### config.mk
export PLATFORM = sky130hd
export DESIGN_NAME = apb_divider_top
export DESIGN_NICKNAME = d
export VERILOG_FILES = /design/src/rtl/div_pkg.sv /design/src/rtl/div_apb_regs.sv /design/src/rtl/div_sign_unit.sv /design/src/rtl/div_pipe_core.sv /design/src/rtl/div_result_fifo.sv /design/src/rtl/apb_divider_top.sv
export SDC_FILE = /design/constraint.sdc
export NUM_CORES = 2
export LEC_CHECK = 0
export ABC_AREA = 1
export BUFFER_PORTS_ARGS = -buffer_cell sky130_fd_sc_hd__clkbuf_2
export CORE_UTILIZATION = 45
export CTS_CLUSTER_DIAMETER = 60
export CTS_CLUSTER_SIZE = 25
export DETAILED_ROUTE_END_ITERATION = 10
export PLACE_DENSITY = 0.61
export SLEW_MARGIN = 40
export SYNTH_ARGS = -nofsm -noshare
export SYNTH_HDL_FRONTEND = slang
export SYNTH_SLANG_ARGS = --single-unit
### constraint.sdc
create_clock -name clk -period 4.8 [get_ports clk]
set_clock_uncertainty 0.2 [all_clocks]
set_input_delay 0.96 -clock clk [delete_from_list [all_inputs] [get_ports clk]]
set_output_delay 0.96 -clock clk [all_outputs]
set_load 0.02 [all_outputs]
### src/rtl/div_pkg.sv
package div_pkg;

	////////////////////////////////////////////////////////////////////////////
	// Data types
	////////////////////////////////////////////////////////////////////////////

	// One data word, used for operands, quotient, remainder and APB data
	typedef logic [31:0] word_t;

	// APB byte address
	typedef logic [7:0] addr_t;

	// Holds 0 up to and including the FIFO depth
	typedef logic [3:0] count_t;

	////////////////////////////////////////////////////////////////////////////
	// Divider configuration
	////////////////////////////////////////////////////////////////////////////

	localparam int DIV_XLEN = 32;

	// Bit 31-i set means step i of the restoring divider ends in a register.
	// Registered and combinational steps alternate, so the pipeline has half
	// as many stages as there are quotient bits
	localparam logic [DIV_XLEN-1:0] DIV_STAGE_MASK = 32'hAAAA_AAAA;

	// Number of registered steps selected by a stage mask
	function automatic int count_stages(logic [DIV_XLEN-1:0] mask);
		int n;
		n = 0;
		for (int i = 0; i < DIV_XLEN; i++) begin
			n += int'(mask[i]);
		end
		return n;
	endfunction

	// Core stages plus the registered sign fix-up stage
	localparam int DIV_LATENCY = count_stages(DIV_STAGE_MASK) + 1;

	localparam int FIFO_DEPTH = 8;

	////////////////////////////////////////////////////////////////////////////
	// APB register map
	////////////////////////////////////////////////////////////////////////////

	localparam addr_t ADDR_OPA    = 8'h00;
	localparam addr_t ADDR_OPB    = 8'h04;
	localparam addr_t ADDR_CMD    = 8'h08;
	localparam addr_t ADDR_STATUS = 8'h0C;
	localparam addr_t ADDR_QUO    = 8'h10;
	localparam addr_t ADDR_REM    = 8'h14;

endpackage

### src/rtl/div_apb_regs.sv
`timescale 1ns/1ps

module div_apb_regs (
	input  logic            clk,
	input  logic            rst,
	input  logic            i_psel,
	input  logic            i_penable,
	input  logic            i_pwrite,
	input  div_pkg::addr_t  i_paddr,
	input  div_pkg::word_t  i_pwdata,
	output div_pkg::word_t  o_prdata,
	output logic            o_pready,
	output logic            o_pslverr,
	input  div_pkg::word_t  i_fifo_quo,
	input  div_pkg::word_t  i_fifo_rem,
	input  div_pkg::count_t i_fifo_count,
	input  logic            i_fifo_empty,
	output logic            o_launch,
	output div_pkg::word_t  o_opa,
	output div_pkg::word_t  o_opb,
	output logic            o_signed,
	output logic            o_pop
);

	// Access phase of an APB transfer, there are no wait states
	logic access;
	logic wr_access;
	logic rd_access;

	logic cmd_write;
	logic launch_ok;
	logic credit_free;

	div_pkg::word_t  opa_q;
	div_pkg::word_t  opb_q;
	div_pkg::count_t credits;
	div_pkg::word_t  status;
	div_pkg::word_t  rdata;
	logic            rd_err;

	assign access    = i_psel && i_penable;
	assign wr_access = access && i_pwrite;
	assign rd_access = access && !i_pwrite;

	// A credit stands for one FIFO slot that no division in flight has claimed
	assign credit_free = (credits != '0);
	assign cmd_write   = wr_access && (i_paddr == div_pkg::ADDR_CMD);
	assign launch_ok   = cmd_write && credit_free;

	////////////////////////////////////////////////////////////////////////////
	// Operand registers and launch
	////////////////////////////////////////////////////////////////////////////

	always_ff @(posedge clk) begin
		if (rst) begin
			opa_q <= '0;
			opb_q <= '0;
		end else if (wr_access) begin
			if (i_paddr == div_pkg::ADDR_OPA)
				opa_q <= i_pwdata;
			if (i_paddr == div_pkg::ADDR_OPB)
				opb_q <= i_pwdata;
		end
	end

	// The launch pulse comes one cycle after the CMD access.
	// OPA and OPB cannot change before it, since the next APB access
	// needs its own setup cycle first
	always_ff @(posedge clk) begin
		if (rst) begin
			o_launch <= 1'b0;
			o_signed <= 1'b0;
		end else begin
			o_launch <= launch_ok;
			if (launch_ok)
				o_signed <= i_pwdata[0];
		end
	end

	assign o_opa = opa_q;
	assign o_opb = opb_q;

	// Only a successful REM read removes the head entry
	assign o_pop = rd_access && (i_paddr == div_pkg::ADDR_REM) && !i_fifo_empty;

	////////////////////////////////////////////////////////////////////////////
	// Credit counter
	////////////////////////////////////////////////////////////////////////////

	// Launch and pop never coincide because APB carries one access per cycle
	always_ff @(posedge clk) begin
		if (rst) begin
			credits <= div_pkg::count_t'(div_pkg::FIFO_DEPTH);
		end else begin
			case ({launch_ok, o_pop})
				2'b10:   credits <= credits - 1'b1;
				2'b01:   credits <= credits + 1'b1;
				default: credits <= credits;
			endcase
		end
	end

	////////////////////////////////////////////////////////////////////////////
	// Read mux and error response
	////////////////////////////////////////////////////////////////////////////

	// Status word, count in bits 3:0 and credit flag in bit 8
	assign status = {23'd0, credit_free, 4'd0, i_fifo_count};

	always_comb begin
		rdata  = '0;
		rd_err = 1'b0;
		case (i_paddr)
			div_pkg::ADDR_OPA:    rdata = opa_q;
			div_pkg::ADDR_OPB:    rdata = opb_q;
			div_pkg::ADDR_STATUS: rdata = status;
			div_pkg::ADDR_QUO: begin
				// Empty FIFO answers zero with an error
				if (i_fifo_empty)
					rd_err = 1'b1;
				else
					rdata = i_fifo_quo;
			end
			div_pkg::ADDR_REM: begin
				if (i_fifo_empty)
					rd_err = 1'b1;
				else
					rdata = i_fifo_rem;
			end
			default: rdata = '0;
		endcase
	end

	assign o_prdata  = rdata;
	assign o_pready  = 1'b1;
	assign o_pslverr = (rd_access && rd_err) || (cmd_write && !credit_free);

	// Pops only follow launches, so credits can never be handed back twice
	a_credit_bound: assert property (@(posedge clk) disable iff (rst)
		credits <= div_pkg::count_t'(div_pkg::FIFO_DEPTH))
		else $error("credit counter above FIFO depth");

endmodule

### src/rtl/div_sign_unit.sv
`timescale 1ns/1ps

module div_sign_unit (
	input  logic           clk,
	input  logic           rst,
	input  logic           i_valid,
	input  logic           i_signed,
	input  div_pkg::word_t i_opa,
	input  div_pkg::word_t i_opb,
	output logic           o_core_valid,
	output div_pkg::word_t o_core_a,
	output div_pkg::word_t o_core_b,
	input  logic           i_core_valid,
	input  div_pkg::word_t i_core_quo,
	input  div_pkg::word_t i_core_rem,
	output logic           o_valid,
	output div_pkg::word_t o_quo,
	output div_pkg::word_t o_rem
);

	logic a_neg;
	logic b_neg;

	// Tag line, one entry per divider step plus the input
	logic tag_vld   [0:div_pkg::DIV_XLEN];
	logic tag_neg_q [0:div_pkg::DIV_XLEN];
	logic tag_neg_r [0:div_pkg::DIV_XLEN];

	////////////////////////////////////////////////////////////////////////////
	// Input side, combinational
	////////////////////////////////////////////////////////////////////////////

	// Unsigned divisions never see a negative operand
	assign a_neg = i_signed && i_opa[div_pkg::DIV_XLEN-1];
	assign b_neg = i_signed && i_opb[div_pkg::DIV_XLEN-1];

	// The most negative value maps onto itself, which is its magnitude unsigned
	assign o_core_valid = i_valid;
	assign o_core_a     = a_neg ? -i_opa : i_opa;
	assign o_core_b     = b_neg ? -i_opb : i_opb;

	always_comb begin
		tag_vld[0]   = i_valid;
		// A zero divisor keeps the all ones quotient untouched
		tag_neg_q[0] = (a_neg ^ b_neg) && (i_opb != '0);
		// Remainder takes the sign of the dividend
		tag_neg_r[0] = a_neg;
	end

	// Tags are registered at the same steps as the core so they stay in step
	for (genvar i = 0; i < div_pkg::DIV_XLEN; i++) begin : gen_tag
		if (div_pkg::DIV_STAGE_MASK[div_pkg::DIV_XLEN-1-i]) begin : gen_reg
			always_ff @(posedge clk) begin
				if (rst)
					tag_vld[i+1] <= 1'b0;
				else
					tag_vld[i+1] <= tag_vld[i];
			end

			always_ff @(posedge clk) begin
				tag_neg_q[i+1] <= tag_neg_q[i];
				tag_neg_r[i+1] <= tag_neg_r[i];
			end
		end else begin : gen_comb
			always_comb begin
				tag_vld[i+1]   = tag_vld[i];
				tag_neg_q[i+1] = tag_neg_q[i];
				tag_neg_r[i+1] = tag_neg_r[i];
			end
		end
	end

	////////////////////////////////////////////////////////////////////////////
	// Output side, registered fix-up
	////////////////////////////////////////////////////////////////////////////

	always_ff @(posedge clk) begin
		if (rst)
			o_valid <= 1'b0;
		else
			o_valid <= i_core_valid;
	end

	always_ff @(posedge clk) begin
		o_quo <= tag_neg_q[div_pkg::DIV_XLEN] ? -i_core_quo : i_core_quo;
		o_rem <= tag_neg_r[div_pkg::DIV_XLEN] ? -i_core_rem : i_core_rem;
	end

	// The core and the tag line must agree on the pipeline depth
	a_tag_align: assert property (@(posedge clk) disable iff (rst)
		tag_vld[div_pkg::DIV_XLEN] == i_core_valid)
		else $error("sign tag out of step with core result");

endmodule

### src/rtl/div_pipe_core.sv
`timescale 1ns/1ps

module div_pipe_core (
	input  logic           clk,
	input  logic           rst,
	input  logic           i_valid,
	input  div_pkg::word_t i_a,
	input  div_pkg::word_t i_b,
	output logic           o_valid,
	output div_pkg::word_t o_quo,
	output div_pkg::word_t o_rem
);

	// Step i reads entry i and produces entry i+1.
	// The work word holds the partial remainder in its top i+1 bits and the
	// dividend bits not yet shifted in below it
	logic           vld  [0:div_pkg::DIV_XLEN];
	div_pkg::word_t work [0:div_pkg::DIV_XLEN];
	div_pkg::word_t dvsr [0:div_pkg::DIV_XLEN];
	div_pkg::word_t quo  [0:div_pkg::DIV_XLEN];

	always_comb begin
		vld[0]  = i_valid;
		work[0] = i_a;
		dvsr[0] = i_b;
		quo[0]  = '0;
	end

	////////////////////////////////////////////////////////////////////////////
	// Restoring steps
	////////////////////////////////////////////////////////////////////////////

	for (genvar i = 0; i < div_pkg::DIV_XLEN; i++) begin : gen_step
		logic [i:0]     part;
		logic [i:0]     dsub;
		logic           dvsr_wide;
		logic           qbit;
		logic [i:0]     diff;
		div_pkg::word_t low_mask;
		div_pkg::word_t nxt_work;
		div_pkg::word_t nxt_quo;

		// Top i+1 bits are the partial remainder for this step
		assign part = work[i][div_pkg::DIV_XLEN-1 -: i+1];
		assign dsub = dvsr[i][i:0];

		// Divisor with bits above the partial remainder width is always larger
		assign dvsr_wide = |(dvsr[i] >> (i + 1));
		assign qbit      = !dvsr_wide && (part >= dsub);
		assign diff      = qbit ? part - dsub : part;

		// Replace the partial remainder field and keep the dividend tail
		assign low_mask = ~div_pkg::word_t'(0) >> (i + 1);
		assign nxt_work = (work[i] & low_mask)
			| (div_pkg::word_t'(diff) << (div_pkg::DIV_XLEN - 1 - i));
		assign nxt_quo  = quo[i]
			| (div_pkg::word_t'(qbit) << (div_pkg::DIV_XLEN - 1 - i));

		if (div_pkg::DIV_STAGE_MASK[div_pkg::DIV_XLEN-1-i]) begin : gen_reg
			always_ff @(posedge clk) begin
				if (rst)
					vld[i+1] <= 1'b0;
				else
					vld[i+1] <= vld[i];
			end

			always_ff @(posedge clk) begin
				work[i+1] <= nxt_work;
				dvsr[i+1] <= dvsr[i];
				quo[i+1]  <= nxt_quo;
			end
		end else begin : gen_comb
			always_comb begin
				vld[i+1]  = vld[i];
				work[i+1] = nxt_work;
				dvsr[i+1] = dvsr[i];
				quo[i+1]  = nxt_quo;
			end
		end
	end

	// After the last step the whole work word is the remainder
	assign o_valid = vld[div_pkg::DIV_XLEN];
	assign o_quo   = quo[div_pkg::DIV_XLEN];
	assign o_rem   = work[div_pkg::DIV_XLEN];

endmodule

### src/rtl/div_result_fifo.sv
`timescale 1ns/1ps

module div_result_fifo (
	input  logic            clk,
	input  logic            rst,
	input  logic            i_push,
	input  div_pkg::word_t  i_quo,
	input  div_pkg::word_t  i_rem,
	input  logic            i_pop,
	output div_pkg::word_t  o_quo,
	output div_pkg::word_t  o_rem,
	output div_pkg::count_t o_count,
	output logic            o_empty
);

	// Depth is a power of two, so the pointers wrap on their own
	logic [$clog2(div_pkg::FIFO_DEPTH)-1:0] wr_ptr;
	logic [$clog2(div_pkg::FIFO_DEPTH)-1:0] rd_ptr;

	div_pkg::count_t count;
	logic            full;

	div_pkg::word_t quo_mem [div_pkg::FIFO_DEPTH];
	div_pkg::word_t rem_mem [div_pkg::FIFO_DEPTH];

	assign full    = (count == div_pkg::count_t'(div_pkg::FIFO_DEPTH));
	assign o_empty = (count == '0);
	assign o_count = count;

	// Head entry is read without a register
	assign o_quo = quo_mem[rd_ptr];
	assign o_rem = rem_mem[rd_ptr];

	always_ff @(posedge clk) begin
		if (i_push) begin
			quo_mem[wr_ptr] <= i_quo;
			rem_mem[wr_ptr] <= i_rem;
		end
	end

	always_ff @(posedge clk) begin
		if (rst) begin
			wr_ptr <= '0;
			rd_ptr <= '0;
			count  <= '0;
		end else begin
			if (i_push)
				wr_ptr <= wr_ptr + 1'b1;
			if (i_pop)
				rd_ptr <= rd_ptr + 1'b1;
			case ({i_push, i_pop})
				2'b10:   count <= count + 1'b1;
				2'b01:   count <= count - 1'b1;
				default: count <= count;
			endcase
		end
	end

	// The credit scheme upstream must keep a full FIFO from seeing a push
	a_no_overflow: assert property (@(posedge clk) disable iff (rst)
		i_push |-> !full)
		else $error("push into full result FIFO");

	a_no_underflow: assert property (@(posedge clk) disable iff (rst)
		i_pop |-> !o_empty)
		else $error("pop from empty result FIFO");

endmodule

### src/rtl/apb_divider_top.sv
`timescale 1ns/1ps

module apb_divider_top (
	input  logic           clk,
	input  logic           rst,
	input  logic           i_psel,
	input  logic           i_penable,
	input  logic           i_pwrite,
	input  div_pkg::addr_t i_paddr,
	input  div_pkg::word_t i_pwdata,
	output div_pkg::word_t o_prdata,
	output logic           o_pready,
	output logic           o_pslverr
);

	// Register block to sign unit
	logic           launch;
	logic           launch_signed;
	div_pkg::word_t opa;
	div_pkg::word_t opb;

	// Sign unit and core
	logic           core_in_valid;
	div_pkg::word_t core_a;
	div_pkg::word_t core_b;
	logic           core_out_valid;
	div_pkg::word_t core_quo;
	div_pkg::word_t core_rem;

	// Sign unit to FIFO, and FIFO back to the register block
	logic            res_valid;
	div_pkg::word_t  res_quo;
	div_pkg::word_t  res_rem;
	div_pkg::word_t  fifo_quo;
	div_pkg::word_t  fifo_rem;
	div_pkg::count_t fifo_count;
	logic            fifo_empty;
	logic            fifo_pop;

	div_apb_regs u_regs (
		.clk          (clk),
		.rst          (rst),
		.i_psel       (i_psel),
		.i_penable    (i_penable),
		.i_pwrite     (i_pwrite),
		.i_paddr      (i_paddr),
		.i_pwdata     (i_pwdata),
		.o_prdata     (o_prdata),
		.o_pready     (o_pready),
		.o_pslverr    (o_pslverr),
		.i_fifo_quo   (fifo_quo),
		.i_fifo_rem   (fifo_rem),
		.i_fifo_count (fifo_count),
		.i_fifo_empty (fifo_empty),
		.o_launch     (launch),
		.o_opa        (opa),
		.o_opb        (opb),
		.o_signed     (launch_signed),
		.o_pop        (fifo_pop)
	);

	div_sign_unit u_sign (
		.clk          (clk),
		.rst          (rst),
		.i_valid      (launch),
		.i_signed     (launch_signed),
		.i_opa        (opa),
		.i_opb        (opb),
		.o_core_valid (core_in_valid),
		.o_core_a     (core_a),
		.o_core_b     (core_b),
		.i_core_valid (core_out_valid),
		.i_core_quo   (core_quo),
		.i_core_rem   (core_rem),
		.o_valid      (res_valid),
		.o_quo        (res_quo),
		.o_rem        (res_rem)
	);

	div_pipe_core u_core (
		.clk     (clk),
		.rst     (rst),
		.i_valid (core_in_valid),
		.i_a     (core_a),
		.i_b     (core_b),
		.o_valid (core_out_valid),
		.o_quo   (core_quo),
		.o_rem   (core_rem)
	);

	div_result_fifo u_fifo (
		.clk     (clk),
		.rst     (rst),
		.i_push  (res_valid),
		.i_quo   (res_quo),
		.i_rem   (res_rem),
		.i_pop   (fifo_pop),
		.o_quo   (fifo_quo),
		.o_rem   (fifo_rem),
		.o_count (fifo_count),
		.o_empty (fifo_empty)
	);

endmodule

Word level (Yosys, flattened, before mapping)
Memories as Yosys holds them, arrays and structs flattened. A register that Yosys moved wholly into a read port is not among the register bits. Index checks and enable logic that the tools add are counted.

Reduce and logical (&&, ||, !) cells: 117. Eq/ne operators: 9. Bitwise gates (word level): 63. Magnitude comparators: 32. Muxes and demuxes: 49. Add/subtract/negate cells: 42.

Operator list (number): $mux W32 (7); $pmux W32 S5 (1); $neg A32 Y32 (4); $logic_and A1 B1 Y1 (43); $logic_not A1 Y1 (34); $ge A32 B32 Y1 (1); $or A1 B32 Y32 (1); $or A10 B32 Y32 (1); $or A11 B32 Y32 (1); $or A12 B32 Y32 (1); $or A13 B32 Y32 (1); $or A14 B32 Y32 (1); $or A15 B32 Y32 (1); $or A16 B32 Y32 (1); $or A17 B32 Y32 (1); $or A18 B32 Y32 (1); $or A19 B32 Y32 (1); $or A2 B32 Y32 (1); $or A20 B32 Y32 (1); $or A21 B32 Y32 (1); $or A22 B32 Y32 (1); $or A23 B32 Y32 (1); $or A24 B32 Y32 (1); $or A25 B32 Y32 (1); other kinds (185) (204).

Bits in writable memories: 512. Memories: 2. Flip-flop bits (word level): 1698. Output and inout port bits: 34.

Memories: u_fifo.quo_mem (words 8, bits a word 32, rd ports 1, clocked after memory_dff 1, write ports 1, line div_result_fifo.sv:23) `div_pkg::word_t quo_mem [div_pkg::FIFO_DEPTH];`; u_fifo.rem_mem (words 8, bits a word 32, rd ports 1, clocked after memory_dff 1, write ports 1, line div_result_fifo.sv:24) `div_pkg::word_t rem_mem [div_pkg::FIFO_DEPTH];`.

Logic depth before layout (Yosys ltp)
Depth after elaboration: 9. Mapped depth: 34.

Cells and area by module
A second synthesis with hierarchy kept.

Cells, all modules: 12284. Area, all modules: 97337.1 um2.

By module, submodules not included: div_pipe_core (times used 1, cells an instance 9137, area each 66792.8 um2, seq. area each 25944.9 um2); div_result_fifo (times used 1, cells an instance 1522, area each 20489.7 um2, seq. area each 15635.0 um2); div_sign_unit (times used 1, cells an instance 1006, area each 6033.3 um2, seq. area each 1941.9 um2); div_apb_regs (times used 1, cells an instance 619, area each 4021.4 um2, seq. area each 1401.3 um2).

Worst setup path before layout
OpenSTA, ideal clock, no wires.

Kind: reg-to-reg. Start: register u_core.work (netlist bit u_core.gen_step[29].part[0]). End: register u_core.work (netlist bit u_core.gen_step[31].part[24]). Period minus slack after synthesis: 4.536 ns. Setup time: 0.113 ns. Data arrival time: 4.223 ns. Path buffers: 1. Data required time: 4.487 ns. Path slack: 0.264 ns. Stages on the path, launching flop included: 29. Path through: dfxtp_1 -> inv_1 -> ha_1 -> inv_1 -> fa_1 -> nand3_1 -> nand2_1 -> nand3_1 -> nand2_1 -> nand3_1 -> nand3_1 -> a21o_1 -> nand2_1 -> nand3_1 -> nand2_1 -> clkbuf_1 -> nand2_1 -> and2_1 -> ha_1 -> nand2_1 -> o21ai_0 -> a21oi_1 -> o21ai_0 -> a21boi_0 -> o21ai_0 -> a21oi_1 -> or2_2 -> nand3_1 -> nand2_1.

Cells in the longest elaborated chain, start to end: 8. Elaborated cells between the ends (all ways): 10.

RTL lines: start: declaration (line div_pipe_core.sv:18) `div_pkg::word_t work [0:div_pkg::DIV_XLEN];`; start signal: indexed assignment (line div_pipe_core.sv:68) `work[i+1] <= nxt_work;`; $ge A30 B30 Y1 (line div_pipe_core.sv:49) `assign qbit = !dvsr_wide && (part >= dsub);`; $logic_and A1 B1 Y1 (line div_pipe_core.sv:49); $mux W30 * (line div_pipe_core.sv:50) `assign diff = qbit ? part - dsub : part;`; $or A2 B32 Y32 * (line div_pipe_core.sv:55) `| (div_pkg::word_t'(diff) << (div_pkg::DIV_XLEN - 1 - i));`; $ge A31 B31 Y1 (line div_pipe_core.sv:49); $logic_and A1 B1 Y1 (line div_pipe_core.sv:49); $mux W31 * (line div_pipe_core.sv:50); net u_core.gen_step[30].diff[23] (line div_pipe_core.sv:38) `logic [i:0] diff;`; $or A1 B32 Y32 * (line div_pipe_core.sv:55).

Mark *: on every way through the listed nets, which the timed path passes. The rest lies on a longest branch. A chain may end at the register's enable or synchronous reset.

Final worst setup path
Start: register u_core.dvsr[135] (netlist name). End: register u_core.work (netlist bit u_core.gen_step[29].part[19]).

Cells in the longest elaborated chain, start to end: 8. Elaborated cells between the ends (all ways): 10.

RTL lines (line): $ge A28 B28 Y1 (div_pipe_core.sv:49); $logic_and A1 B1 Y1 (div_pipe_core.sv:49); $mux W28 (div_pipe_core.sv:50); $or A4 B32 Y32 (div_pipe_core.sv:55); $ge A29 B29 Y1 (div_pipe_core.sv:49); $logic_and A1 B1 Y1 (div_pipe_core.sv:49); $mux W29 * (div_pipe_core.sv:50); net u_core.gen_step[28].diff[18] (div_pipe_core.sv:38); $or A3 B32 Y32 * (div_pipe_core.sv:55).

Marked as above.

==> out/results.ini <==
[grt]
overflow = 0
antenna_found_initial = 4
grt_pass1_vias = 69100
grt_pass1_wl_microns = 401000
grt_use_total = 0.261
grt_max_degree = 87

[route]
via_count = 71900
wire_per_inst_microns = 19.6
drt_iter0_drc = 5727
final_antenna_net_count = 0
finalWirelength_microns = 269000
avgViaCountPerCell = 5.25
dr.pass1.iters = 6
drc = 0

[setup_path]
reg2reg_from = u_core.dvsr[135]$_DFF_P_
r2r-end = u_core.gen_step[29].part[19]$_DFF_P_
crit_family = simple AND/OR/NAND/NOR gates
cpPeakStageDelay_ps = 520
criticalPathCategory = reg -> reg
cp.required_ps = 5340
critPathLaunchType = register
path_max_fanout = 14
path_buf_inv = 6
crit_top_cell = nand2_1
crit_arrival_ps = 5300
cp_cell_sequence = inv_1 -> ha_1 -> nand2_1 -> nor2_1 -> nand4_1 -> nand3_4 -> nand2_8 -> buf_12 -> buf_12 -> nand2_1 -> o21ai_2 -> ha_1 -> buf_4 -> nand2_1 -> buf_4 -> nor2_1 -> nand3_1 -> o2111ai_2 -> nand2_4 -> clkbuf_16 -> o21ai_4
setup.worst_path.end_class = register
rr_worst_depth = 21
slowest_stage = dfxtp_1
ff2ff_setup_slack_ps = 30

[final_layout]
syn2layout_area_growth_pct = 21.1
layout-drive-gt1-share = 0.166
final_cells = 13700
nNetsFinal = 11600
nFillCells = 17500
final_cell_area_sq_mm = 0.107

[cts]
cts_tree = built
clk_path_buf_depth = 3
cts.sinks = 1988
cts-root-buf = clkbuf_16
cts_made_buffers = 146
htreeDepth = 4
postCtsHoldBufs = 0
clk_latency_ps = 840
clk_pin_slew_ps = 80

[timing]
worstMarginPinSlew_ps = 1360
slew_violations = 0
fin_tns_setup_ps = 0
max_freq_mhz = 210
hold_viol = 0
rsz0062_at_grt = true
fin_crit_ps = 4770
period_share = 0.993
setup_viol = 0
slew_headroom = 0.0877

[placed_design]
place_area_sq_mm = 0.0987
place_congestion = 0.985
port_buffers = 77
hpwl_microns = 205000
place_inst = 13400

[logic_synthesis]
yosysWarnings = 0
synthArstFlopShare = 0
synth-seq-cells = 1988
synthTopCellsByCount = nand2_1 (1878), dfxtp_1 (1476), inv_1 (1067)
synth_edf_count = 512
avgSynthCellArea_sq_um = 8.87
synth_area_sq_mm = 0.0884
synth_flop_cell = dfxtp_1
synth.area.top_cells = dfxtp_1 (33%), edfxtp_1 (17%), nand2_1 (8.0%), ha_1 (7.6%), o21ai_0 (4.8%)
yosys.area.top_type = dfxtp_1
netlist_instances = 9966
synth.most_common_cell = nand2_1
synth_cell_type_count = 75
synth_top_area_frac = 0.334
ys_seq_area_frac = 0.508
syn-num-nets = 10600

[job]
cap_violations = 0

[hold_path]
hold_path_end = u_core.quo[121]$_DFF_P_
hp-start = u_core.quo[185]$_DFF_P_
min-delay-path-class = reg -> reg
holdPathStages = 0

[floorplan]
dieArea_sq_mm = 0.198
die_y_microns = 445
initial_core_util = 0.454
rows = 162
core_sq_mm = 0.195
ioPinCount = 79
fp.dieW_microns = 445

[status]
status = finished clean

repair_timing:
item                       CTS  global route
setup buffers                8            41
setup endpoints to repair  122           254
pin swaps                    8           126
gates resized for setup     86           540
cloned                       1            20
cell usage in the layout (no fill, tap or decap), drive strengths merged, types with 79 or more instances in the layout:
cell type and instances:
nand3 347, o21ai 857, nand4 91, xnor2 255, a21oi 611, buf 988, inv 1136, nor3 104
nor2 919, ha 540, edfxtp 512, dfxtp 1476, xor2 284, clkbuf 256, o32ai 102, nor4 79
nand2 1901
cells by family after synthesis:
family                   Yosys count  synth area share
XOR/XNOR                         539            0.0534
adder cells (fa/ha/maj)          573            0.0839
flip-flops                      1988             0.508
AND/OR/NAND/NOR                 3587             0.170
multiplexers                      26           0.00294
AO/OA/AOI/OAI                   1930             0.125
other                              1         0.0000424
buffers and inverters           1322            0.0570
metrics by stage:
step	hold WS, ps	util	setup slack (ps)
6_report	97.0	0.549	34.9
5_1_grt	105	0.549	-127
4_1_cts	85.4	0.536	0.699
3_5_place_dp	112	0.506	-737
3_3_place_gp	110	0.506	-677
2_1_floorplan	110	-	264
flip-flops by register name (all words and copies together) (netlist names), 240 cells and up, named ones only:
register	cells
u_core.work	240
u_fifo.quo_mem	256
u_core.quo	256
u_fifo.rem_mem	256
u_core.dvsr	480
u_core.gen_step.part	272
per-layer routing:
layer  GRT usage  part of all wire  vias up
met1       0.351              0.44    34100
met3      0.0284             0.051      408
met4       0.106             0.042        0
li1            -                 -    35400
met2       0.430              0.46     1962
met5           0                 0        -
how the worst max path moves through the flow:
stage	startpoint	end	slack, ps	depth (start not counted)
after floorplan	u_core.gen_step[29].part[0]$_DFF_P_	u_core.gen_step[31].part[24]$_DFF_P_	260	28
after global placement	u_core.dvsr[129]$_DFF_P_	u_core.gen_step[29].part[21]$_DFF_P_	-680	26
after detailed placement	u_core.dvsr[129]$_DFF_P_	u_core.gen_step[29].part[21]$_DFF_P_	-740	26
after CTS	u_core.dvsr[128]$_DFF_P_	u_core.gen_step[29].part[20]$_DFF_P_	0.7	31
after global routing	u_core.gen_step[23].part[0]$_DFF_P_	u_core.gen_step[25].part[25]$_DFF_P_	-130	28
final	u_core.dvsr[135]$_DFF_P_	u_core.gen_step[29].part[19]$_DFF_P_	30	21
layout make-up:
cell class / instances / area, sq um / area share
diodes: 4 / 10.0 / 0.0000934
clock buffers: 163 / 3880 / 0.0363
clock inverters: 103 / 1520 / 0.0142
inverters: 1084 / 4130 / 0.0386
multi-input cells: 6656 / 40500 / 0.378
flip-flops and latches: 1988 / 45000 / 0.420
well taps: 2624 / 3280 / 0.0306
repair buffers: 1081 / 8830 / 0.0824
repair inverters: 1 / 6.26 / 0.0000584
Power is not shown: default switching activity piles up to over one toggle a cycle in this logic, so the estimate is an artifact.
